**config.mk**
```make
export PLATFORM = sky130hd
export DESIGN_NAME = host_port
export DESIGN_NICKNAME = d
export VERILOG_FILES = /design/src/common/fb_pkg.sv /design/src/rtl/host_port.sv
export VERILOG_INCLUDE_DIRS = /design/src /design/src/common
export SDC_FILE = /design/constraint.sdc
export NUM_CORES = 1
export LEC_CHECK = 0
export BUFFER_PORTS_ARGS = -buffer_cell sky130_fd_sc_hd__buf_2
export CORE_ASPECT_RATIO = 1.4
export CORE_UTILIZATION = 48
export CTS_CLUSTER_SIZE = 24
export DETAILED_ROUTE_END_ITERATION = 6
export PLACE_DENSITY = 0.8
export SETUP_SLACK_MARGIN = 0.5
export SYNTH_ARGS = -nofsm -noshare
export SYNTH_HDL_FRONTEND = slang
export SYNTH_SLANG_ARGS = --single-unit
```
**constraint.sdc**
```tcl
create_clock -name disp_clk -period 3.9 [get_ports disp_clk]
set_clock_uncertainty 0.1 [all_clocks]
set_input_delay 0 -clock disp_clk [delete_from_list [all_inputs] [get_ports disp_clk]]
set_output_delay 0 -clock disp_clk [all_outputs]
set_load 0.005 [all_outputs]
```
**src/common/lcd_timing_macros.svh**
```systemverilog
`ifndef LCD_TIMING_MACROS_SVH
`define LCD_TIMING_MACROS_SVH

// Visible panel area
`define LCD_H_PIXELS 480
`define LCD_V_PIXELS 272

// Porches, in pixels and in lines
`define LCD_H_FRONT 2
`define LCD_H_BACK 2
`define LCD_V_FRONT 2
`define LCD_V_BACK 2

// Sync pulse widths
`define LCD_H_LOW 41 // Clock cycles
`define LCD_V_LOW 10 // Whole lines

// First active count and full period per axis
`define LCD_H_START (`LCD_H_LOW + `LCD_H_FRONT)
`define LCD_V_START (`LCD_V_LOW + `LCD_V_FRONT)
`define LCD_H_TOTAL (`LCD_H_START + `LCD_H_PIXELS + `LCD_H_BACK)
`define LCD_V_TOTAL (`LCD_V_START + `LCD_V_PIXELS + `LCD_V_BACK)

// Coarse frame buffer cells
`define LCD_CELL_SHIFT 3 // 8 by 8 pixels
`define LCD_CELLS_PER_ROW 60
`define FB_DEPTH 2048

`endif

```
**src/common/fb_pkg.sv**
```systemverilog
`include "lcd_timing_macros.svh"

package fb_pkg;

    localparam int ADDR_W = $clog2(`FB_DEPTH);

    // Cell index, row major
    typedef logic [ADDR_W-1:0] fb_addr_t;

    // RGB332 color, red in the top bits
    typedef logic [7:0] pixel_t;

    // One client access to the RAM port
    typedef struct packed {
        logic     req;
        logic     we;    // Write when set, else read
        fb_addr_t addr;
        pixel_t   wdata;
    } mem_req_t;

endpackage

```
**src/rtl/host_port.sv**
```systemverilog
module host_port (
    input  logic             disp_clk,
    input  logic             rst_n,
    input  logic             set_addr,
    input  fb_pkg::fb_addr_t addr,
    input  logic             wr_stb,
    input  fb_pkg::pixel_t   wdata,
    input  logic             host_grant,
    output logic             busy,
    output fb_pkg::mem_req_t host_req
);

    import fb_pkg::*;

    fb_addr_t addr_q; // Next cell to write
    pixel_t   data_q; // Pending write data
    logic     pend;   // Write waits for a grant

    always_ff @(posedge disp_clk or negedge rst_n) begin
        if (!rst_n) begin
            addr_q <= '0;
            pend   <= 1'b0;
        end else begin
            if (pend && host_grant) begin
                pend   <= 1'b0;
                addr_q <= addr_q + 1'b1; // Wraps at 2048
            end else if (set_addr) begin
                addr_q <= addr;
            end
            if (wr_stb) begin
                pend <= 1'b1;
            end
        end
    end

    always_ff @(posedge disp_clk) begin
        if (wr_stb) begin
            data_q <= wdata;
        end
    end

    assign busy = pend;

    // Always a write
    assign host_req = '{req: pend, we: 1'b1, addr: addr_q, wdata: data_q};

endmodule

```
== Word-level counts from Yosys, hierarchy flattened ==
Cells that the tools add are included.

* Register bits after elaboration: 20
* Input bits: 24
* Output and inout bits: 22
* Logic and storage cells: 11

* Add/subtract/negate cells: 1
* Muxes and demuxes: 4
* Reduce and logical (&&, ||, !) cells: 3

{| class="wikitable"
|+ Operators with widths
! operator !! number
|-
| 11-bit 2-to-1 mux || 2
|-
| 11-bit by 1-bit adder with 11-bit output, second input constant || 1
|-
| 2-bit nonzero test || 2
|-
| 1-bit 2-to-1 mux || 2
|-
| 1-bit logical AND || 1
|}

== Logic depth before layout (Yosys ltp) ==
* Depth in word-level cells: 3
* Gate-level depth with buffers: 5

== Worst setup path after synthesis ==
OpenSTA, ideal clock, no wires.

* Kind: flip-flop to flip-flop
* From: register addr_q[0]
* To: register addr_q[10]
* Setup time: 99 ps
* Data arrival time: 1204 ps
* Required time: 3701 ps
* Setup slack: 2497 ps
* Stages on the path, launching flop included: 6
* Buffers on the path: 0
* Period minus slack after synthesis: 1403 ps
* Cells stage by stage: dfrtp_1 -> ha_1 -> nand4_1 -> nor2_2 -> a211oi_1 -> a311oi_1

* Word-level cells in the longest chain between the ends: 2

{| class="wikitable"
|+ Ends and longest elaborated chain
! item !! line !! RTL
|-
| start, declared || host_port.sv:15 || <nowiki>fb_addr_t addr_q;</nowiki>
|-
| start signal, assigned || host_port.sv:26 || <nowiki>addr_q <= addr_q + 1'b1;</nowiki>
|-
| start signal, assigned || host_port.sv:28 || <nowiki>addr_q <= addr;</nowiki>
|-
| 11-bit by 1-bit adder with 11-bit output || host_port.sv:26 ||
|-
| 11-bit 2-to-1 mux || host_port.sv:24 || <nowiki>if (pend && host_grant) begin</nowiki>
|}

No other way between the ends.
A chain may end at the register's enable or synchronous reset.

== Worst setup path in the final report ==
* From: register pend, in the netlist busy
* To: register addr_q[0]

* Word-level cells in the longest chain between the ends: 2

{| class="wikitable"
|+ Ends and longest elaborated chain
! item !! line !! RTL
|-
| start, declared || host_port.sv:17 || <nowiki>logic pend;</nowiki>
|-
| start signal, assigned || host_port.sv:22 || <nowiki>pend <= 1'b0;</nowiki>
|-
| start signal, assigned || host_port.sv:25 || <nowiki>pend <= 1'b0;</nowiki>
|-
| start signal, assigned || host_port.sv:31 || <nowiki>pend <= 1'b1;</nowiki>
|-
| 1-bit logical AND (*) || host_port.sv:24 ||
|-
| 11-bit 2-to-1 mux / 2-bit nonzero test (equally long branches) || - ||
|}

Every way passes the cells marked *; elsewhere a longest branch is shown, timed or not.

==> impl_results.md <==
- Slew headroom: 62.5%
- Die area: 2140 sq um
- Mean area per synthesized cell: 11.7 sq um
- Most frequent cells in the layout: buf_2 (44), dlygate4sd3_1 (27), dfrtp_1 (12), nor2_1 (10), edfxtp_1 (8)
- Ys async rst share: 60.0%
- GRT busiest layer: met2
- Post-Syn Nets: 105
- Status: finished clean
- # Post-CTS Setup Buffers: 0
- Synth Register Bits: 20
- CTS Buf Count: 3
- Initial core utilization: 52.2%
- Routed wire length: 2.55 mm
- Most used cell, CP: dlygate4sd3_1
- Die Wd: 39.4 microns
- GP Congestion: 0.849
- Routing usage on met1: 28.6%
- Register area share after synthesis: 57.5%
- Reg area: 541 sq um
- Routed via count: 941
- Vias in the first global route: 875
- Final nets: 176
- # IOs: 46
- DRT iter0 DRCs: 20
- CP max FO: 13
- CP max stage cell: dlygate4sd3_1
- Dpl cell area: 1150 sq um
- Delay of the slowest critical-path stage: 0.59 ns
- Core footprint: 1800 sq um
- PD cells: 381 nW/um^2
- WL/cell: 15.0 microns
- CP Data Required Time: 3.99 ns
- Sink of the worst hold path: addr_q[1]
- DRT Pass-1 Iters: 4
- M3 GR Usage: 2.85%
- Worst reg2reg endpoint: addr_q[0]
- Max Clk Rate: 0.441 GHz
- Share of layout cells above drive strength 1: 36.7%
- Crit. End Element: register
- Fin Hold WS: 0.0237 ns
- P_leak: 0.639 nW
- Antenna violation net count after detailed routing: 0
- Row count: 18
- Met2 Usage GRT: 48.3%
- Port buffer count: 44
- GRT Residual Overflow: 0
- Antenna cells: 0
- Worst Hold Depth: 3
- EDFF count, synth: 8
- Clk sink count: 20
- Clock transition at path regs: 0.11 ns
- Final hold violation count: 0
- Setup WS post-layout: 1.63 ns
- Worst reg2reg startpoint: busy
- CP Buf/Inv Count: 2
- Area of the multi-input gates: 354 sq um
- Synth unique cells: 34
- Non-Filler Instances: 170
- Commonest non-fill, non-tap cell in the layout: buf_2
- Area grow syn2layout: 54.7%
- Crit path cell chain: nand2_2 -> nand3_1 -> dlygate4sd3_1 -> o211ai_1 -> dlygate4sd3_1
- Max Cap Viol: 0
- Reg2Reg Setup Slack: 1.63 ns
- Worst Path Arrival: 2.36 ns
- Setup WS pre-CTS: 2.32 ns
- Hold/Removal Path Class: in -> reg
- CTS tree: done
- Post-Route Setup TNS: 0 ns
- Crit path launch type: register
- Unrepaired setup endpoints after global routing: false
- Via/cell ratio: 5.54
- Largest net degree at the start of global routing: 14
- Bufs on Longest Clock Path: 2
- Worst-Margin Slew: 0.561 ns
- Hold wc startpoint: set_addr
- Synthesized cell area: 940 sq um
- Final setup vio count: 0
- Root Buffer: clkbuf_4
- Fin util: 80.7%
- Worst r2r path cells: 5
- Yosys warning count: 0
- Fill count: 120
- Ys flop type: dfrtp_1
- Global-route wire length before repair: 3.73 mm
- Total number of H-tree levels: 1
- Placed cells: 139
- Final instance area: 1450 sq um
- Post-Syn Instances: 80
- Max VDD drop: 0.000252 V
- CP delay by family, top: buffers and inverters
- Crit Path Category: reg -> reg
- # DRC: 0
- Die Y: 54.4 microns
- Clk Latency, worst-skew pair: 0.30 ns
- Tcrit/Tclk final: 58.2%
- Initial antenna violation count: 0
- GRT Util Overall: 26.4%
- Fin crit period: 2.27 ns
- Tot Pwr: 554 uW
- Max Slew Vio Count: 0
- Placed wire-length estimate: 1.60 mm
## registers in the layout (all words and copies together) (netlist names)
signal  cells
addr_q     11
busy        1
data_q      8
## worst min-delay path: stages
cell and delay, ns:
buf_2 0.15, mux2i_1 0.16, a21oi_1 0.08
## area by class of cell
type	instances	area share, %
tap	20	1.72
clock buffer	4	2.50
timing repair buffer	71	33.7
multi-input combinational	53	24.4
inverter	2	0.516
sequential	20	37.2
## power by group
part / switching [mW] / internal, mW / total (mW)
Sequential: 0.0358 / 0.248 / 0.284
Combinational: 0.0646 / 0.0831 / 0.148
Clock: 0.0648 / 0.0570 / 0.122
## worst max-delay path by stage
stage,start,to,slack [ns],depth (start not counted)
6_report,busy,addr_q[0],1.63,5
4_1_cts,busy,addr_q[0],1.71,5
3_3_place_gp,busy,addr_q[10],2.35,4
2_1_floorplan,addr_q[0],addr_q[10],2.50,5
3_5_place_dp,busy,addr_q[10],2.32,4
5_1_grt,busy,addr_q[0],1.51,5
## what timing repair did
item                                   4_1_cts  5_1_grt
endpoints found under the hold margin       40        0
gates resized for setup                      0        0
hold buffers                                27        0
## metal layers
layer,share of wire (%),routed length [microns],up-vias
li1,-,-,440
met4,2.2,56,0
met5,0,0,-
met2,55,1410,52
met3,6.4,162,6
met1,36,920,443
## Yosys cell counts, types with 2 or more instances
library cell,count,area (sq um)
nand3_1,2,10.0
mux2i_1,2,20.0
nand2_1,3,11.3
o211ai_1,2,15.0
a211oi_1,5,37.5
edfxtp_1,8,240
buf_4,2,15.0
a311oi_1,3,26.3
nand4_1,3,18.8
inv_1,2,7.51
a21oi_1,3,15.0
nor2_1,10,37.5
dfrtp_1,12,300
nor3_1,3,15.0
## logic make-up (layout without fill, tap and decap cells)
kind of cell,Yosys count,in the layout,share of synthesized area (%)
AOI/OAI and AO/OA,20,20,16.4
adders and majority gates,1,1,1.33
buffers and inverters,7,77,4.79
DFF,20,20,57.5
muxes,2,2,2.13
other,1,1,0.399
and+or+nand+nor,29,29,17.4
Power figures use the tool's default switching activity.
