<file path="config.mk">
export PLATFORM = sky130hd
export DESIGN_NAME = video_position_sync
export DESIGN_NICKNAME = d
export VERILOG_FILES = /design/src/common/lcd_timing_pkg.sv /design/src/timing/video_position_sync.sv
export VERILOG_INCLUDE_DIRS = /design/src /design/src/common
export SDC_FILE = /design/constraint.sdc
export NUM_CORES = 1
export LEC_CHECK = 0
export BUFFER_PORTS_ARGS = -buffer_cell sky130_fd_sc_hd__buf_2
export CAP_MARGIN = 20
export CORE_MARGIN = 1.5
export CORE_UTILIZATION = 50
export CTS_CLUSTER_SIZE = 28
export DETAILED_ROUTE_END_ITERATION = 6
export PLACE_DENSITY = 0.79
export SLEW_MARGIN = 20
export SYNTH_ARGS = -nofsm -noshare
export SYNTH_HDL_FRONTEND = slang
export SYNTH_SLANG_ARGS = --single-unit
</file>
<file path="constraint.sdc">
create_clock -name disp_clk -period 2 [get_ports disp_clk]
set_clock_uncertainty 0.05 [all_clocks]
set_input_delay 0.3 -clock disp_clk [delete_from_list [all_inputs] [get_ports disp_clk]]
set_output_delay 0.3 -clock disp_clk [all_outputs]
set_load 0.01 [all_outputs]
</file>
<file path="src/common/lcd_timing_macros.svh">
`ifndef LCD_TIMING_MACROS_SVH
`define LCD_TIMING_MACROS_SVH

// Visible panel area
`define LCD_H_PIXELS 480
`define LCD_V_PIXELS 272

// Porches, in pixels and in lines
`define LCD_H_FRONT 2
`define LCD_H_BACK 2
`define LCD_V_FRONT 2
`define LCD_V_BACK 2

// Sync pulse widths
`define LCD_H_LOW 41 // Clock cycles
`define LCD_V_LOW 10 // Whole lines

// First active count and full period per axis
`define LCD_H_START (`LCD_H_LOW + `LCD_H_FRONT)
`define LCD_V_START (`LCD_V_LOW + `LCD_V_FRONT)
`define LCD_H_TOTAL (`LCD_H_START + `LCD_H_PIXELS + `LCD_H_BACK)
`define LCD_V_TOTAL (`LCD_V_START + `LCD_V_PIXELS + `LCD_V_BACK)

// Coarse frame buffer cells
`define LCD_CELL_SHIFT 3 // 8 by 8 pixels
`define LCD_CELLS_PER_ROW 60
`define FB_DEPTH 2048

`endif

</file>
<file path="src/common/lcd_timing_pkg.sv">
`include "lcd_timing_macros.svh"

package lcd_timing_pkg;

    // Wide enough for the longest period, 525 counts
    localparam int POS_W = $clog2(`LCD_H_TOTAL);

    // Pixel position or raw counter value
    typedef logic [POS_W-1:0] pos_t;

    // One pixel slot of the raster
    typedef struct packed {
        pos_t h_pos;      // Zero outside the active window
        pos_t v_pos;
        logic valid_draw; // Both axes active
        logic hsync;      // Active low
        logic vsync;      // Active low
    } raster_t;

endpackage

</file>
<file path="src/timing/video_position_sync.sv">
`include "lcd_timing_macros.svh"

module video_position_sync (
    input  logic                    disp_clk,
    input  logic                    rst_n,
    input  logic                    en,
    output lcd_timing_pkg::raster_t raster
);

    import lcd_timing_pkg::*;

    pos_t    h_count; // Counts 0 to 524
    pos_t    v_count; // Lines 0 to 285
    logic    h_last;
    logic    v_last;
    logic    h_act;
    logic    v_act;
    raster_t next_raster;

    assign h_last = (h_count == pos_t'(`LCD_H_TOTAL - 1));
    assign v_last = (v_count == pos_t'(`LCD_V_TOTAL - 1));

    // Active window, counts 43..522 and lines 12..283
    assign h_act = (h_count >= pos_t'(`LCD_H_START)) &&
                   (h_count < pos_t'(`LCD_H_START + `LCD_H_PIXELS));
    assign v_act = (v_count >= pos_t'(`LCD_V_START)) &&
                   (v_count < pos_t'(`LCD_V_START + `LCD_V_PIXELS));

    // Decode of the current counts
    // Positions line up with valid_draw in the same slot
    always_comb begin
        next_raster       = '0;
        next_raster.hsync = (h_count >= pos_t'(`LCD_H_LOW)); // Low during pulse
        next_raster.vsync = (v_count >= pos_t'(`LCD_V_LOW));
        if (h_act && v_act) begin
            next_raster.valid_draw = 1'b1;
            next_raster.h_pos      = h_count - pos_t'(`LCD_H_START);
            next_raster.v_pos      = v_count - pos_t'(`LCD_V_START);
        end
    end

    always_ff @(posedge disp_clk or negedge rst_n) begin
        if (!rst_n) begin
            h_count <= '0;
            v_count <= '0;
            raster  <= '0;
        end else if (!en) begin // Held idle, frame restarts at count 0
            h_count <= '0;
            v_count <= '0;
            raster  <= '0;
        end else begin
            raster <= next_raster;
            if (h_last) begin
                h_count <= '0;
                if (v_last) begin // End of frame
                    v_count <= '0;
                end else begin
                    v_count <= v_count + 1'b1;
                end
            end else begin
                h_count <= h_count + 1'b1;
            end
        end
    end

endmodule
</file>
After elaboration in Yosys (flattened, before gate mapping):

Cells that the tools add are included.

* input bits: 3
* bits in writable memories: 0
* register bits after elaboration: 43
* logic and storage cells: 30
* ROM bits: 0
* bits in latches: 0
* memories: 0

* mux-type cells: 7
* equal/unequal tests: 3
* shift operators: 0
* reductions and logical operators: 3
* multiply operators: 0
* div/mod/pow operators: 0
* bitwise operators: 0
* magnitude comparators: 6
* $add $sub $neg: 4

Operator list (count)
* $mux 10: 5
* $mux 23: 1
* $mux 21: 1
* $add 10x1->10 const B: 2
* $ge 10x4->1 const B: 2
* $ge 10x6->1 const B: 2
* $eq 10x10->1 const B: 1
* $eq 10x9->1 const B: 1
* $lt 10x10->1 const B: 1
* $lt 10x9->1 const B: 1
* $sub 10x4->10 const B: 1
* $sub 10x6->10 const B: 1
* $logic_and 1x1->1: 3
* $ne 2x1->1 const B: 1

Logic depth before layout (Yosys ltp):

* depth after elaboration: 5
* depth in mapped cells: 7
* depth with buffers taken out: 6

Worst setup path after synthesis:

OpenSTA, ideal clock, no wires.

* path type: flip-flop to flip-flop
* start: register v_count[3]
* end: register raster[11] (netlist bit)
* arrival time: 1.807 ns
* clock period less this slack: 1.930 ns
* setup time: 0.073 ns
* cell stages (with the launch flop): 8
* slack: 0.070 ns
* path through: dfrtp_1 -> ha_1 -> buf_6 -> a2111o_1 -> a221oi_2 -> o21ai_2 -> buf_6 -> a21oi_2

* cells in the longest elaborated chain, start to end: 5
* elaborated cells on any way between the ends: 7

Ends and longest elaborated chain
* start: declaration: RTL line video_position_sync.sv:13 `pos_t v_count;`
* start signal: assignment: RTL line video_position_sync.sv:58 `v_count <= v_count + 1'b1;`
* $ge 10x4->1 / $lt 10x9->1 (equally long branches): RTL line video_position_sync.sv:26, video_position_sync.sv:27
* $logic_and 1x1->1: RTL line video_position_sync.sv:26 `` assign v_act = (v_count >= pos_t'(`LCD_V_START)) && ``
* $logic_and 1x1->1: RTL line video_position_sync.sv:35 `if (h_act && v_act) begin`
* $mux 21 *: RTL line video_position_sync.sv:35
* $mux 23 *: RTL line video_position_sync.sv:47 `end else if (!en) begin`
* end signal: assignment: RTL line video_position_sync.sv:52 `raster <= next_raster;`
* end: declaration: RTL line video_position_sync.sv:7 `output lcd_timing_pkg::raster_t raster`

Every way passes the cells marked *; elsewhere a longest branch is shown, timed or not.
A chain may end at the register's enable or synchronous reset.

Worst setup path after layout:

* start: register v_count[2]
* end: register raster[20] (netlist bit)

* cells in the longest elaborated chain, start to end: 5
* elaborated cells on any way between the ends: 6

Ends and longest elaborated chain (RTL line)
* $ge 10x4->1 / $lt 10x9->1 (equally long branches): video_position_sync.sv:26, video_position_sync.sv:27
* $logic_and 1x1->1 *: video_position_sync.sv:26
* $logic_and 1x1->1 *: video_position_sync.sv:35
* $mux 21 *: video_position_sync.sv:35
* $mux 23 *: video_position_sync.sv:47

Marks and branches as above.

==> summary.txt <==
Status -> completed
Pleak -> 0.00136 µW
Routed WL per cell -> 14.3 µm
Syn_area_per_cell -> 9.80 µm²
Final Max Tran Viols -> 0
Vias per cell -> 5.35
DR DRC count -> 0
Post-synth EDFFs -> 0
Initial Util -> 53.6%
Share of cells above drive strength 1 -> 24.4%
HP Start -> en
Post-synthesis instance area -> 2210 µm²
Most common cell in the netlist -> dfrtp_1
Synth area leader -> dfrtp_1
Crit path required time -> 2.17 ns
First-pass GRT wire length -> 7430 µm
Nets -> 282
Pwr dens -> 647 nW/µm²
CTS tree -> yes
Worst setup EP type -> register
CP arrival -> 2.10 ns
Antenna viol nets, final -> 0
Drt pass-1 iters -> 4
Die H -> 69.4 µm
Yosys cell types -> 45
Overall power -> 1710 µW
Post-synth ARST share -> 100%
Maximum VDD drop -> 0.293 mV
WS Path Type -> register to register
Ys Warns -> 0
Hold_ws -> 0.334 ns
Setup violators final -> 0
Worst r2r src -> v_count[2]
Startpoint Class -> register
Clock Latency Late Sink -> 0.29 ns
Area delta synth->final -> 19.8%
Share of the synthesized area in the top cell type -> 48.8%
Storage element area -> 1080 µm²
Htree depth -> 2
CTS Buf Count -> 5
Via count -> 1,711
Placer Congestion -> 0.922
Tot GR Track Use -> 19.1%
Final hold vios -> 0
Top cells by count, synth -> dfrtp_1, nor2_1, nand2_1, inv_1, xor2_1
Port Buf Inserts -> 25
Worst hold path class -> input pin to register
Main synth FF type -> dfrtp_1
Net Count, Synth -> 237
DP HPWL -> 3000 µm
Synthesized flop and latch total -> 43
Die Wd -> 69.4 µm
CTS sink cnt -> 43
Worst slew margin -> 56.7%
Ant. Diodes -> 0
Initial antenna violation count -> 0
Die footprint -> 4820 µm²
CTS clk-pin slew, worst paths -> 0.08 ns
Largest fanout on the critical path -> 10
Leading post-synthesis cells by cell area -> dfrtp_1, nor2_1, ha_1, xor2_1, xnor2_1
Initial DRC count -> 169
Congestion Overflow GR -> 0
Total routed wirelength -> 4570 µm
Maxcap violations -> 0
Slew @ Worst Pin -> 0.650 ns
Mapped Cells -> 225
CTS max path bufs -> 2
Number of fill cells -> 311
Boundary Pins -> 26
Period utilization -> 96.2%
Register area share after synthesis -> 48.8%
Pin count of the biggest net entering global routing -> 30
Vias in the first global route -> 1,576
Row cnt -> 23
Max Freq -> 0.520 GHz
Final Critical Period -> 1.92 ns
Total core area -> 4120 µm²
Multi-input gate area -> 1040 µm²
Root Buffer -> clkbuf_8
Critical Path Start -> v_count[2]
## routing by layer
metal,share of wire (%),routed length (µm),GRT usage (%)
met1,48,2180,26.4
met2,46,2110,30.1
met3,4.2,191,3.49
met4,2.0,91,6.97
met5,0,0,0
## metrics by stage
| stage | worst slack [ns] | util [%] | cells | setup TNS [ns] | instance area (µm²) |
|---|---|---|---|---|---|
| after floorplan | 0.0701 | - | 225 | 0 | 2210 |
| after global placement | 0.0171 | 60.5 | 309 | 0 | 2490 |
| after detailed placement | -0.0959 | 60.5 | 309 | -1.14 | 2490 |
| after CTS | 0.0152 | 63.0 | 317 | 0 | 2590 |
| after global routing | -0.0198 | 64.2 | 320 | -0.0635 | 2640 |
| final | 0.0767 | 64.2 | 320 | 0 | 2640 |
## cell usage in the layout (no fill, tap or decap), types with 5 or more instances in the layout
cell,n
dfrtp_1,43
xor2_1,11
nor2_1,35
nor3_1,6
buf_2,25
ha_1,9
clkbuf_8,6
nand3_1,8
a21oi_1,5
inv_1,12
buf_4,26
xnor2_1,9
o21ai_0,6
nand2_1,13
## worst max-delay path: stages, from the launching register on
cell and delay [ns]:
dfrtp_1 0.39, ha_1 0.23, a2111o_1 0.46, a221oi_4 0.26, buf_4 0.19, o21ai_4 0.12
nor2_1 0.15
## registers in the layout (all words and copies together) (netlist names)
| signal | count |
|---|---|
| raster | 23 |
| h_count | 10 |
| v_count | 10 |
## final timing paths
check,slack (ns),to,cells past startpoint
min in group asynchronous,0.52,raster[3],2
max in group asynchronous,0.80,raster[7],3
worst min-delay path,0.33,v_count[9],3
worst min register to register,0.54,raster[5],2
worst max register to register,0.08,raster[20],6
worst max-delay path,0.08,raster[20],6
## report_power, final
group	internal [µW]	switching (µW)
combinational	110	138
clock	271	276
sequential	891	23.5
## repair_timing
| action | 4_1_cts | 5_1_grt |
|---|---|---|
| gates cloned | 0 | 2 |
| hold buffers | 1 | 0 |
| pin swaps | 0 | 1 |
| endpoints found under the hold margin | 11 | 0 |
| setup buffers | 0 | 1 |
| gates resized for setup | 1 | 4 |
| setup endpoints to repair | 20 | 21 |
## cell families (layout without fill, tap and decap cells)
group           count (synthesis)  count (layout)  synth area share, %
simple gates                   87              87                 19.1
mux                             1               1                0.454
xor+xnor                       20              20                 7.94
fa+ha+maj                       9               9                 5.11
flops                          43              43                 48.8
buf+inv                        28              71                 6.24
compound gates                 37              39                 12.4
## final cells by class
type | count | area share, %
Clock buffer | 6 | 3.13
Clock inverter | 1 | 0.189
Inverter | 12 | 1.70
Multi-Input combinational cell | 156 | 39.4
Sequential cell | 43 | 40.7
Tap cell | 50 | 2.37
Timing Repair Buffer | 52 | 12.5
Power figures use the tool's default switching activity.
