<file path="src/common/lcd_timing_macros.svh">
`ifndef LCD_TIMING_MACROS_SVH
`define LCD_TIMING_MACROS_SVH

// Visible panel area
`define LCD_H_PIXELS 480
`define LCD_V_PIXELS 272

// Porches, in pixels and in lines
`define LCD_H_FRONT 2
`define LCD_H_BACK 2
`define LCD_V_FRONT 2
`define LCD_V_BACK 2

// Sync pulse widths
`define LCD_H_LOW 41 // Clock cycles
`define LCD_V_LOW 10 // Whole lines

// First active count and full period per axis
`define LCD_H_START (`LCD_H_LOW + `LCD_H_FRONT)
`define LCD_V_START (`LCD_V_LOW + `LCD_V_FRONT)
`define LCD_H_TOTAL (`LCD_H_START + `LCD_H_PIXELS + `LCD_H_BACK)
`define LCD_V_TOTAL (`LCD_V_START + `LCD_V_PIXELS + `LCD_V_BACK)

// Coarse frame buffer cells
`define LCD_CELL_SHIFT 3 // 8 by 8 pixels
`define LCD_CELLS_PER_ROW 60
`define FB_DEPTH 2048

`endif

</file>
<file path="src/common/fb_pkg.sv">
`include "lcd_timing_macros.svh"

package fb_pkg;

    localparam int ADDR_W = $clog2(`FB_DEPTH);

    // Cell index, row major
    typedef logic [ADDR_W-1:0] fb_addr_t;

    // RGB332 color, red in the top bits
    typedef logic [7:0] pixel_t;

    // One client access to the RAM port
    typedef struct packed {
        logic     req;
        logic     we;    // Write when set, else read
        fb_addr_t addr;
        pixel_t   wdata;
    } mem_req_t;

endpackage

</file>
<file path="src/common/lcd_timing_pkg.sv">
`include "lcd_timing_macros.svh"

package lcd_timing_pkg;

    // Wide enough for the longest period, 525 counts
    localparam int POS_W = $clog2(`LCD_H_TOTAL);

    // Pixel position or raw counter value
    typedef logic [POS_W-1:0] pos_t;

    // One pixel slot of the raster
    typedef struct packed {
        pos_t h_pos;      // Zero outside the active window
        pos_t v_pos;
        logic valid_draw; // Both axes active
        logic hsync;      // Active low
        logic vsync;      // Active low
    } raster_t;

endpackage

</file>
<file path="src/rtl/scanout.sv">
`include "lcd_timing_macros.svh"

module scanout (
    input  logic                    disp_clk,
    input  logic                    rst_n,
    input  lcd_timing_pkg::raster_t raster,
    output fb_pkg::mem_req_t        scan_req,
    input  fb_pkg::pixel_t          scan_data,
    output logic                    lcd_hsync,
    output logic                    lcd_vsync,
    output logic                    lcd_de,
    output fb_pkg::pixel_t          lcd_rgb
);

    import lcd_timing_pkg::*;
    import fb_pkg::*;

    // Panel control levels, delayed as a group
    typedef struct packed {
        logic hsync;
        logic vsync;
        logic de;
    } lcd_ctl_t;

    pos_t     cell_x;
    pos_t     cell_y;
    fb_addr_t cell_addr;
    logic     cell_start; // First pixel of a cell row
    logic     rd_pend;    // Read issued last cycle
    pixel_t   color_q;    // Held for 8 pixels
    lcd_ctl_t ctl_d1;
    lcd_ctl_t ctl_d2;

    assign cell_x    = raster.h_pos >> `LCD_CELL_SHIFT;
    assign cell_y    = raster.v_pos >> `LCD_CELL_SHIFT;
    assign cell_addr = fb_addr_t'(cell_y * `LCD_CELLS_PER_ROW + cell_x); // Max 2039

    assign cell_start = raster.valid_draw &&
                        (raster.h_pos[`LCD_CELL_SHIFT-1:0] == '0);

    // Read only, issued in the raster slot itself
    always_comb begin
        scan_req      = '0;
        scan_req.req  = cell_start;
        scan_req.addr = cell_addr;
    end

    always_ff @(posedge disp_clk or negedge rst_n) begin
        if (!rst_n) begin
            rd_pend <= 1'b0;
            ctl_d1  <= '0;
            ctl_d2  <= '0;
        end else begin
            rd_pend <= cell_start;
            ctl_d1  <= '{hsync: raster.hsync, vsync: raster.vsync, de: raster.valid_draw};
            ctl_d2  <= ctl_d1; // Second stage meets the color
        end
    end

    // RAM data valid in the cycle after the read
    always_ff @(posedge disp_clk) begin
        if (rd_pend) begin
            color_q <= scan_data;
        end
    end

    assign lcd_hsync = ctl_d2.hsync;
    assign lcd_vsync = ctl_d2.vsync;
    assign lcd_de    = ctl_d2.de;
    assign lcd_rgb   = ctl_d2.de ? color_q : '0; // Black outside the window

endmodule

</file>
<file path="config.mk">
export PLATFORM = sky130hd
export DESIGN_NAME = scanout
export DESIGN_NICKNAME = d
export VERILOG_FILES = /design/src/common/fb_pkg.sv /design/src/common/lcd_timing_pkg.sv /design/src/rtl/scanout.sv
export VERILOG_INCLUDE_DIRS = /design/src /design/src/common
export SDC_FILE = /design/constraint.sdc
export NUM_CORES = 1
export LEC_CHECK = 0
export BUFFER_PORTS_ARGS = -buffer_cell sky130_fd_sc_hd__buf_2
export CELL_PAD_IN_SITES_DETAIL_PLACEMENT = 1
export CELL_PAD_IN_SITES_GLOBAL_PLACEMENT = 1
export CORE_MARGIN = 8
export CORE_UTILIZATION = 35
export CTS_CLUSTER_SIZE = 8
export DETAILED_ROUTE_END_ITERATION = 8
export PLACE_DENSITY = 0.85
export SYNTH_ARGS = -nofsm -noshare
export SYNTH_HDL_FRONTEND = slang
export SYNTH_SLANG_ARGS = --single-unit
export TNS_END_PERCENT = 20
</file>
<file path="constraint.sdc">
create_clock -name disp_clk -period 3.2 [get_ports disp_clk]
set_clock_uncertainty 0.05 [all_clocks]
set_input_delay 0.16 -clock disp_clk [delete_from_list [all_inputs] [get_ports disp_clk]]
set_output_delay 0.16 -clock disp_clk [all_outputs]
set_load 0.02 [all_outputs]
</file>
Word-level counts from Yosys, hierarchy flattened
Cells that the tools add are included.

cells by class
  add/sub/neg operators = 1
  $mul = 1
  mux-type cells = 1
  reduce and logical (&&, ||, !) cells = 2

operator list
  operator                                                             number
  11-bit by 7-bit adder with 11-bit output                             1
  7-bit by 4-bit multiplier with 9-bit output (second input constant)  1
  8-bit two-way mux                                                    1
  3-bit logical NOT                                                    1
  1-bit logical AND                                                    1

word-level totals
  flip-flop bits (word level) = 15
  output and inout port bits = 32

Longest topological paths before layout
Gate-level depths: netlist of the first run.

  word-level depth = 2
  mapped depth = 12
  gate-level depth less buffers = 12

Worst setup path after synthesis of the first run
OpenSTA, ideal clock, no wires.

  path kind = in2out
  start point = in raster[6] (netlist name)
  end point = out scan_req[18] (netlist name)
  arrival time = 3.013 ns
  data required time = 2.990 ns
  setup slack = -0.023 ns
  stages = 11
  cell sequence = fa_1 -> inv_1 -> fa_1 -> fa_1 -> xnor2_1 -> ha_1 -> o21a_1 -> a21oi_1 -> nor3_2 -> nand3_2 -> xnor2_1

RTL lines
  item             RTL line      RTL
  start, declared  scanout.sv:6  input lcd_timing_pkg::raster_t raster,
  end, declared    scanout.sv:7  output fb_pkg::mem_req_t scan_req,

==> impl.org, run 1 <==
** Critical path
- STA classifies the critical path endpoint as a primary output.
- Largest stage delay, worst path :: 0.58 ns
- The kind of cell with the highest combined delay along the critical path is adder cells.
- Worst path slowest cell :: fa_1
- Crit path launch type :: primary input
- Walking the worst path, the cells encountered are buf_6 -> fa_1 -> inv_2 -> fa_1 -> fa_2 -> inv_2 -> ha_4 -> o21a_1 -> a21oi_2 -> nor3_2 -> nand3_2 -> xnor2_2 -> buf_6.
- Data on the critical path is required at its endpoint by 2.99 ns.
- Data on the critical path arrives at its endpoint at 3.12 ns.
- Critical-path maximum fanout :: 4
- Crit path kind :: in -> out
- The critical path contains buffers and inverters numbering 4 combined.

** Detailed routing
- In the final routed layout, each cell accounts on average for 13.5 microns.
- For this run, design rule violations remaining after detail routing come to 0.
- Number of vias after detailed routing :: 1148
- Sum of routed wire length over all layers :: 3.39 mm
- After detailed routing, the number of vias per cell comes to 4.56.
- Routed Antenna Nets :: 0
- DRC violation total after the first TritonRoute iteration :: 13
- The first detailed-routing pass ran for 2 iterations.

** Pwr
- VDD sags by at most 0.000263 V.
- Power spread over the standard cell area amounts to 636 mW/mm^2.
- For this design the static power due to leakage is 0.999 nW.

** GRT
- Entering global routing, the biggest net connects 10 pins.
- GR Util All Layers :: 11.0%
- First-pass GRT wire length :: 5.70 mm
- After global routing the overflow that remains totals 0.
- The via count of the first global-routing pass was 1280.
- Initial antenna violation count :: 0

** Logic synthesis
- Syn Area/Cell :: 11.0 sq um
- Top flip-flop cell by instance count after synthesis :: edfxtp_1
- Counting flops with a built-in enable in the synthesized netlist gives 8.
- Post-synthesis compound-gate area fraction :: 11.1%
- Arithmetic-cell share of the synthesized area counting full adders, half adders and majority gates :: 29.2%
- Post-synthesis mux area share :: 0%
- Yosys attributes the largest share of cell area to fa_1, edfxtp_1, dfrtp_1.
- Of all flip-flops after synthesis, the portion carrying an async set or reset was 46.7%.
- Post-synth cell types :: 36
- By count the netlist is led by inv_1, ha_1, buf_4, fa_1.
- Most area-hungry cell type in the Yosys netlist :: fa_1
- Cell with the most instances after synthesis :: inv_1
- Share of synthesized cell area in and, or, nand and nor gates :: 12.7%
- Post-Synthesis Cell Area :: 0.00142 sq mm
- Xor and xnor fraction of the mapped netlist area :: 5.54%
- The synthesized design contains 15 register bits.
- Synth Instances :: 129
- Largest family of logic cells by synthesized area :: adder cells
- Top-area cell type share of the netlist area :: 16.9%
- Sequential elements use 29.2% of the synthesized area.
- Total number of yosys warnings :: 0

** Place
- At the end of routability-driven placement, the weighted congestion stood at 0.738.
- In this run the tool buffered the top-level ports with 48 buffer cells.
- Detailed placement finished with a half-perimeter wire length of 2.94 mm.

** Timing
- Max Transition Viols Final :: 0
- Tcrit/Tclk final :: 104%
- Setup slack on the critical path of the routed design comes to -0.125 ns.
- Final setup fails :: 3
- For the finished layout, the period the worst path requires is 3.33 ns.
- Endpoints failing hold :: 0
- Max Fclk :: 0.301 GHz
- In the final timing run, aggregate negative setup slack is -0.285 ns.
- Setup repair after global routing could not meet its margin everywhere.

** Floorplan
- Starting density of the core :: 35.9%
- I/O Pins :: 65
- The floorplan step defined a die boundary enclosing 0.00636 sq mm.
- The floorplan step set the die height to 79.8 microns.
- The floorplan step set the die width to 79.8 microns.
- In this run the core area contains 23 standard-cell rows.
- The floorplan step defined a core boundary enclosing 0.00397 sq mm.

** CTS
- The clock passes through at most 2 buffers.
- CTS saw 15 sinks.
- CTS built an H-tree with a depth of 1.
- Master cell of the clock root buffer :: clkbuf_8
- Post-CTS clock slew at the launch and capture registers of the worst setup and hold paths :: 0.06 ns
- TritonCTS Buffers :: 3
- Worst-Skew Late Latency :: 0.24 ns
- TritonCTS built the clock tree.

** Finish
- For this run, the post-layout net count is 262.
- The layout has 470 filler cells.
- Share of the core filled with cells in the final layout :: 49.4%
- Antenna diode count :: 0
- The post-route netlist has 42.1% of its cells at a drive strength greater than 1.
- From synthesis to final layout, the design area changed by 37.8%.

** Flow run
- The tool flagged a number of max-cap violations equal to 0.

** Worst hold path
- Path class of the lowest-slack min-delay path :: in -> reg

** Run status
- Violated checks :: negative setup slack
- Result of the run :: finished, violations left
==> power breakdown <==
group,internal (mW),total [mW],switching [mW]
registers,0.210,0.214,0.00325
logic,0.435,0.885,0.449
clock network,0.0881,0.149,0.0614
==> what timing repair did <==
item | 4_1_cts | 5_1_grt
endpoints found under the hold margin | 10 | 0
gates resized for setup | 6 | 8
hold buffers | 4 | 0
setup buffers | 0 | 0
setup endpoints to repair | 4 | 4
pin swaps | 1 | 3
==> cells in the final DEF, fill, tap and decap left out, drive strengths merged, types with 3 or more instances in the layout <==
cell type / synthesis / routed
buf: 12 / 69
inv: 22 / 22
ha: 14 / 14
fa: 12 / 12
conb: 1 / 9
and2: 8 / 8
edfxtp: 8 / 8
dfrtp: 7 / 7
xnor2: 6 / 6
a21oi: 6 / 6
dlygate4sd3: 0 / 4
clkbuf: 0 / 4
xor2: 3 / 3
==> final cells by class <==
cell class / instances / area, sq um / area share (%)
Multi-Input combinational cell: 88 / 892 / 45.5
Timing Repair Buffer: 73 / 464 / 23.7
Sequential cell: 15 / 415 / 21.2
Inverter: 22 / 82.6 / 4.21
Tap cell: 50 / 62.6 / 3.19
Clock buffer: 4 / 45.0 / 2.30
==> per-layer routing <==
layer | part of all wire, % | vias to the layer above | GRT usage, %
li1 | - | 555 | -
met1 | 36 | 561 | 11.8
met2 | 56 | 30 | 20.4
met3 | 6.9 | 2 | 2.14
met4 | 0.88 | 0 | 4.18
met5 | 0 | - | 0
==> state kept, by name (all words and copies together), names as in the netlist <==
name / count
color_q: 8
ctl_d1: 3
lcd_de: 1
lcd_hsync: 1
lcd_vsync: 1
rd_pend: 1
==> final timing paths <==
check / depth (start not counted) / slack (ns) / from / end
min: 2 / 0.04 / raster[13] / rd_pend
min in group asynchronous: 2 / 0.22 / rst_n / lcd_hsync
max reg2reg: 0 / 2.30 / rd_pend / color_q[4]
min reg2reg: 0 / 0.30 / ctl_d1[0] / lcd_de
max: 13 / -0.13 / raster[6] / scan_req[18]
max in group asynchronous: 2 / 2.73 / rst_n / rd_pend
==> stage by stage <==
step           hold WS [ns]  instances  total power, mW  cell area, sq um  setup WS [ns]
2_1_floorplan        -0.186        137            0.758              1460         0.0796
5_1_grt              0.0241        252             1.35              1960         -0.262
4_1_cts              0.0191        252             1.23              1930         -0.157
3_3_place_gp        -0.0567        244             1.01              1830        -0.0863
6_report             0.0354        252             1.25              1960         -0.125
3_5_place_dp        -0.0546        244             1.04              1830         -0.180
==> cell families after synthesis <==
logic type | count (synthesis)
xor+xnor | 9
fa+ha+maj | 26
flops | 15
other cells | 1
compound gates | 20
simple gates | 24
buf+inv | 34
No activity file was read; power rests on OpenSTA's default activity.
==> run 2, diff against run 1 <==
ABC_AREA = 1   (was not set)
CORE_ASPECT_RATIO = 1.2   (was not set)
CORE_UTILIZATION = 34   (was 35)
PLACE_DENSITY = 0.86   (was 0.85)
==> run 2 against run 1 <==
Effect of this change:
- the flow now finishes without violations
- sequential power is essentially flat
- synthesized area grew 3.1%
- die area grew 5.0%
- worst setup slack gained 0.16 ns
- fmax grew 5.2%
- clock-buffer cell count shrank 1
- worst hold slack lost 0.0096 ns
- clock power grew 5%
- synthesized cell count grew 33%
- register-to-register slack lost 0.03 ns
- sequential share of layout area grew 0.81 points
- combinational power shrank 15%
- largest power group unchanged
==> impl.org, run 2 <==
** Finish
- The library cell used most frequently in the layout, excluding fill and tap cells, is buf_2.
- Compared with the post-synthesis result, the final layout area differs by 28.7%.
- Largest registers :: color_q: 8 flops, ctl_d1: 3 flops
- The antenna diode count came to 0 (unchanged).
- Share of post-route cells with drive strength above 1 :: 32.5% (-9.6 points)
- The top cell types in the final layout, fill and taps aside, are buf_2, inv_1, nand2_1.
- The number of flip-flops in the largest register was 8 (unchanged).
- Largest register by flop count :: color_q
- Final-stage net count :: 288 (+9.9%)
- The end-of-flow core utilization is 45.0% (-4.4 points).

** Logic synthesis
- The sequential share of the synthesized area is 28.3% (-0.87 points).
- The number of distinct library cell variants in the gate-level netlist after synthesis is 24 (-33%).
- Syn Area/Cell :: 8.58 sq um (-22%)
- The combined area of all synthesized cells was 0.00147 sq mm (+3.1%).
- The most used flip-flop cell after synthesis is edfxtp_1.
- Top-area cell type share of the netlist area :: 16.4% (-0.50 points)
- Number of synthesized flops with an enable pin :: 8 (unchanged)
- The number of synthesized register bits is 15 (unchanged).
- Cells taking the most area after synthesis :: fa_1, edfxtp_1, dfrtp_1
- Total number of yosys warnings :: 0 (unchanged)
- Synth Instances :: 171 (+33%)
- The share of synthesized flip-flops with an asynchronous set or reset is 46.7% (unchanged).
- fa_1 takes more of the synthesized area than any other cell.
- Cell with the most instances after synthesis :: inv_1
- The commonest cells after synthesis are inv_1, nand2_1, ha_1, buf_4, fa_1.

** Pwr
- Static leakage power :: 1.08 nW (+8.3%)
- The power consumption is 1.13 mW (-9.8%).
- The clock network power share is 13.9% (+1.9 points).
- The cell area power density was 596 mW/mm^2 (-6.4%).
- Net Sw Frac :: 45.9% (+4.7 points)
- The share of total power in sequential cells is 19.1% (+2.0 points).
- Psw :: 0.517 mW (+0.49%)
- The combinational group share of total power came to 67.1% (-3.8 points).
- The maximum VDD drop is 0.000268 V (+2.0%).
- Internal power component :: 0.609 mW (-17%)

** Detailed routing
- The total DRC errors in the routed layout is 0 (unchanged).
- The total length of routed met3 wires is 277 microns (+19%).
- The sum of met2 wire segment lengths after detailed routing came to 2.09 mm (+9.2%).
- The first-pass detailed-route iteration total is 4 (+2).
- The detailed-route vias per instance is 4.34 (-4.7%).
- Sum of routed wire length over all layers :: 3.64 mm (+7.2%)
- Number of vias after detailed routing :: 1233 (+7.4%)
- Routed metal-1 wire length :: 1.22 mm (+0.50%)
- The average detailed-routed wire length per instance is 12.8 microns (-4.9%).
- DRC violation total after the first TritonRoute iteration :: 16 (+3)
- The number of routed nets with antenna violations was 0 (unchanged).
- Highest Signal Layer :: met4

** Critical path
- The worst setup path is launched from a primary input.
- STA classifies the critical path endpoint as a primary output.
- Tracing the worst setup path back leads to its startpoint at raster[6].
- Worst Path Arrival :: 2.95 ns (-0.17 ns)
- The required time at the endpoint of the critical path was 2.99 ns (about the same).
- The worst register-to-register path begins at rd_pend.
- The cell count of the worst reg-to-reg path is 0 (unchanged).
- The worst-path maximum fanout came to 4 (unchanged).
- Crit path kind :: in -> out

** Timing
- The ratio of final minimum period to clock period came to 98.8% (-5.2 points).
- Setup repair after global routing could not meet its margin everywhere.
- Max Transition Viols Final :: 0 (unchanged)
- Final setup fails :: 0 (-3)
- Max Fclk :: 0.316 GHz (+5.2%)
- The hold violation count in the final report came to 0 (unchanged).
- Shortest clock period the worst path allows after layout :: 3.16 ns (-0.165 ns)

** Place
- Detailed placement HPWL :: 3.23 mm (+9.6%)
- Routability-driven placement congestion ratio :: 0.718 (-2.7%)
- Port Buffers :: 48 (unchanged)

** GRT
- Number of global-route vias before repair :: 1395 (+9.0%)
- The overall global routing resource usage was 11.2% (+0.21 points).
- The initial antenna violation count was 0 (unchanged).
- First-pass GRT wire length :: 6.09 mm (+6.9%)
- The total overflow reported by the global router came to 0 (unchanged).
- Maximum number of pins on one net before global-route repair :: 11 (+1)

** CTS
- CTS placed an instance of clkbuf_8 at the clock tree root.
- Buffers inserted by post-CTS timing repair :: 0 (unchanged)
- The TritonCTS buffer count was 3 (unchanged).
- The post-CTS clock slew at the launch and capture registers of the worst setup and hold paths is 0.07 ns (about the same).
- The total number of clock tree sinks was 15 (unchanged).
- TritonCTS built the clock tree.
- The maximum number of buffers from clock root to sink came to 2 (unchanged).
- Worst-Skew Late Latency :: 0.25 ns (about the same)
- H-tree depth :: 1 (unchanged)

** Floorplan
- Overall die height :: 88.0 microns (+10%)
- Core area :: 0.00420 sq mm (+5.7%)
- The number of ports placed on the die boundary came to 65 (unchanged).
- The die boundary width came to 76.0 microns (-4.8%).
- The placement row count came to 26 (+13%).
- Die ar. :: 0.00668 sq mm (+5.0%)
- Starting density of the core :: 35.0% (-0.88 points)

** Worst hold path
- The startpoint identified for the worst hold timing path is raster[13].
- Hold Path Depth :: 2 (unchanged)
- Path class of the lowest-slack min-delay path :: in -> reg

** Run status
- The run finished with clean final reports.

** Flow run
- Max Cap Viol :: 0 (unchanged)
-- run 2: cell count changes after synthesis, sizes merged, moves of 3 or more --
cell,before,now
nand2,0,40
inv,22,44
xnor2,6,3
and2,8,0
nand3,2,10
-- run 2: logic make-up after synthesis --
group | Yosys count | synth area share [%]
AND/OR/NAND/NOR | 59 | 19.0
buffers and inverters | 57 | 17.6
adder cells (fa/ha/maj) | 26 | 28.3
flip-flops | 15 | 28.3
XOR/XNOR | 7 | 4.18
AO/OA/AOI/OAI | 6 | 2.30
other | 1 | 0.256
-- run 2: metrics by stage --
step                instance area, sq um  instances  worst slack (ns)  hold WS, ns  TNS, ns
CTS                                 1860        284           -0.0314       0.0256  -0.0496
global placement                    1760        276            0.0110      -0.0587        0
finish                              1890        284            0.0396       0.0257        0
floorplan                           1500        179             0.183       -0.186        0
global route                        1890        284            -0.143       0.0157   -0.303
detailed placement                  1760        276           -0.0351      -0.0481  -0.0695
-- run 2: final timing paths --
kind / slack, ns / to
worst max-delay path: 0.04 / scan_req[18]
worst min-delay path: 0.03 / rd_pend
worst max register to register: 2.27 / color_q[6]
worst min register to register: 0.31 / lcd_de
max in group asynchronous: 2.70 / lcd_vsync
min in group asynchronous: 0.23 / ctl_d1[0]
-- run 2: final cells by class --
class / instances / area, sq um
clock buffers: 3 / 41.3
well taps: 56 / 70.1
repair buffers: 58 / 337
flip-flops and latches: 15 / 415
inverters: 44 / 165
clock inverters: 1 / 7.51
fillers: 503 / 2310
multi-input cells: 107 / 853
-- run 2: metal layers --
layer  track usage [%]  vias up
met5                 0        -
met4              3.75        0
met3              4.21        7
met2              23.8       39
met1              8.89      579
li1                  -      608
-- run 2: worst max-delay path, stage by stage --
cell,delay (ns)
buf_2,0.12
fa_1,0.55
inv_1,0.05
fa_1,0.48
fa_2,0.55
inv_2,0.05
ha_4,0.27
nand3_2,0.08
nand3_2,0.07
nand2_1,0.05
nand2_1,0.06
nand2_2,0.07
nor2_2,0.09
nand2_1,0.05
nand2_1,0.05
nand2_1,0.05
buf_6,0.13
-- run 2: power groups by stage --
stage               sequential (mW)  combinational (mW)  clock, mW
floorplan                     0.219               0.506          0
global placement              0.217               0.686          0
detailed placement            0.218               0.710          0
CTS                           0.214               0.730      0.159
global route                  0.215               0.848      0.168
finish                        0.214               0.755      0.156
-- run 2: repair_timing --
action                                 CTS  global route
pin swaps                                0             2
hold buffers                             4             0
endpoints found under the hold margin   10             0
gates resized for setup                  2             8
setup endpoints to repair                3             4
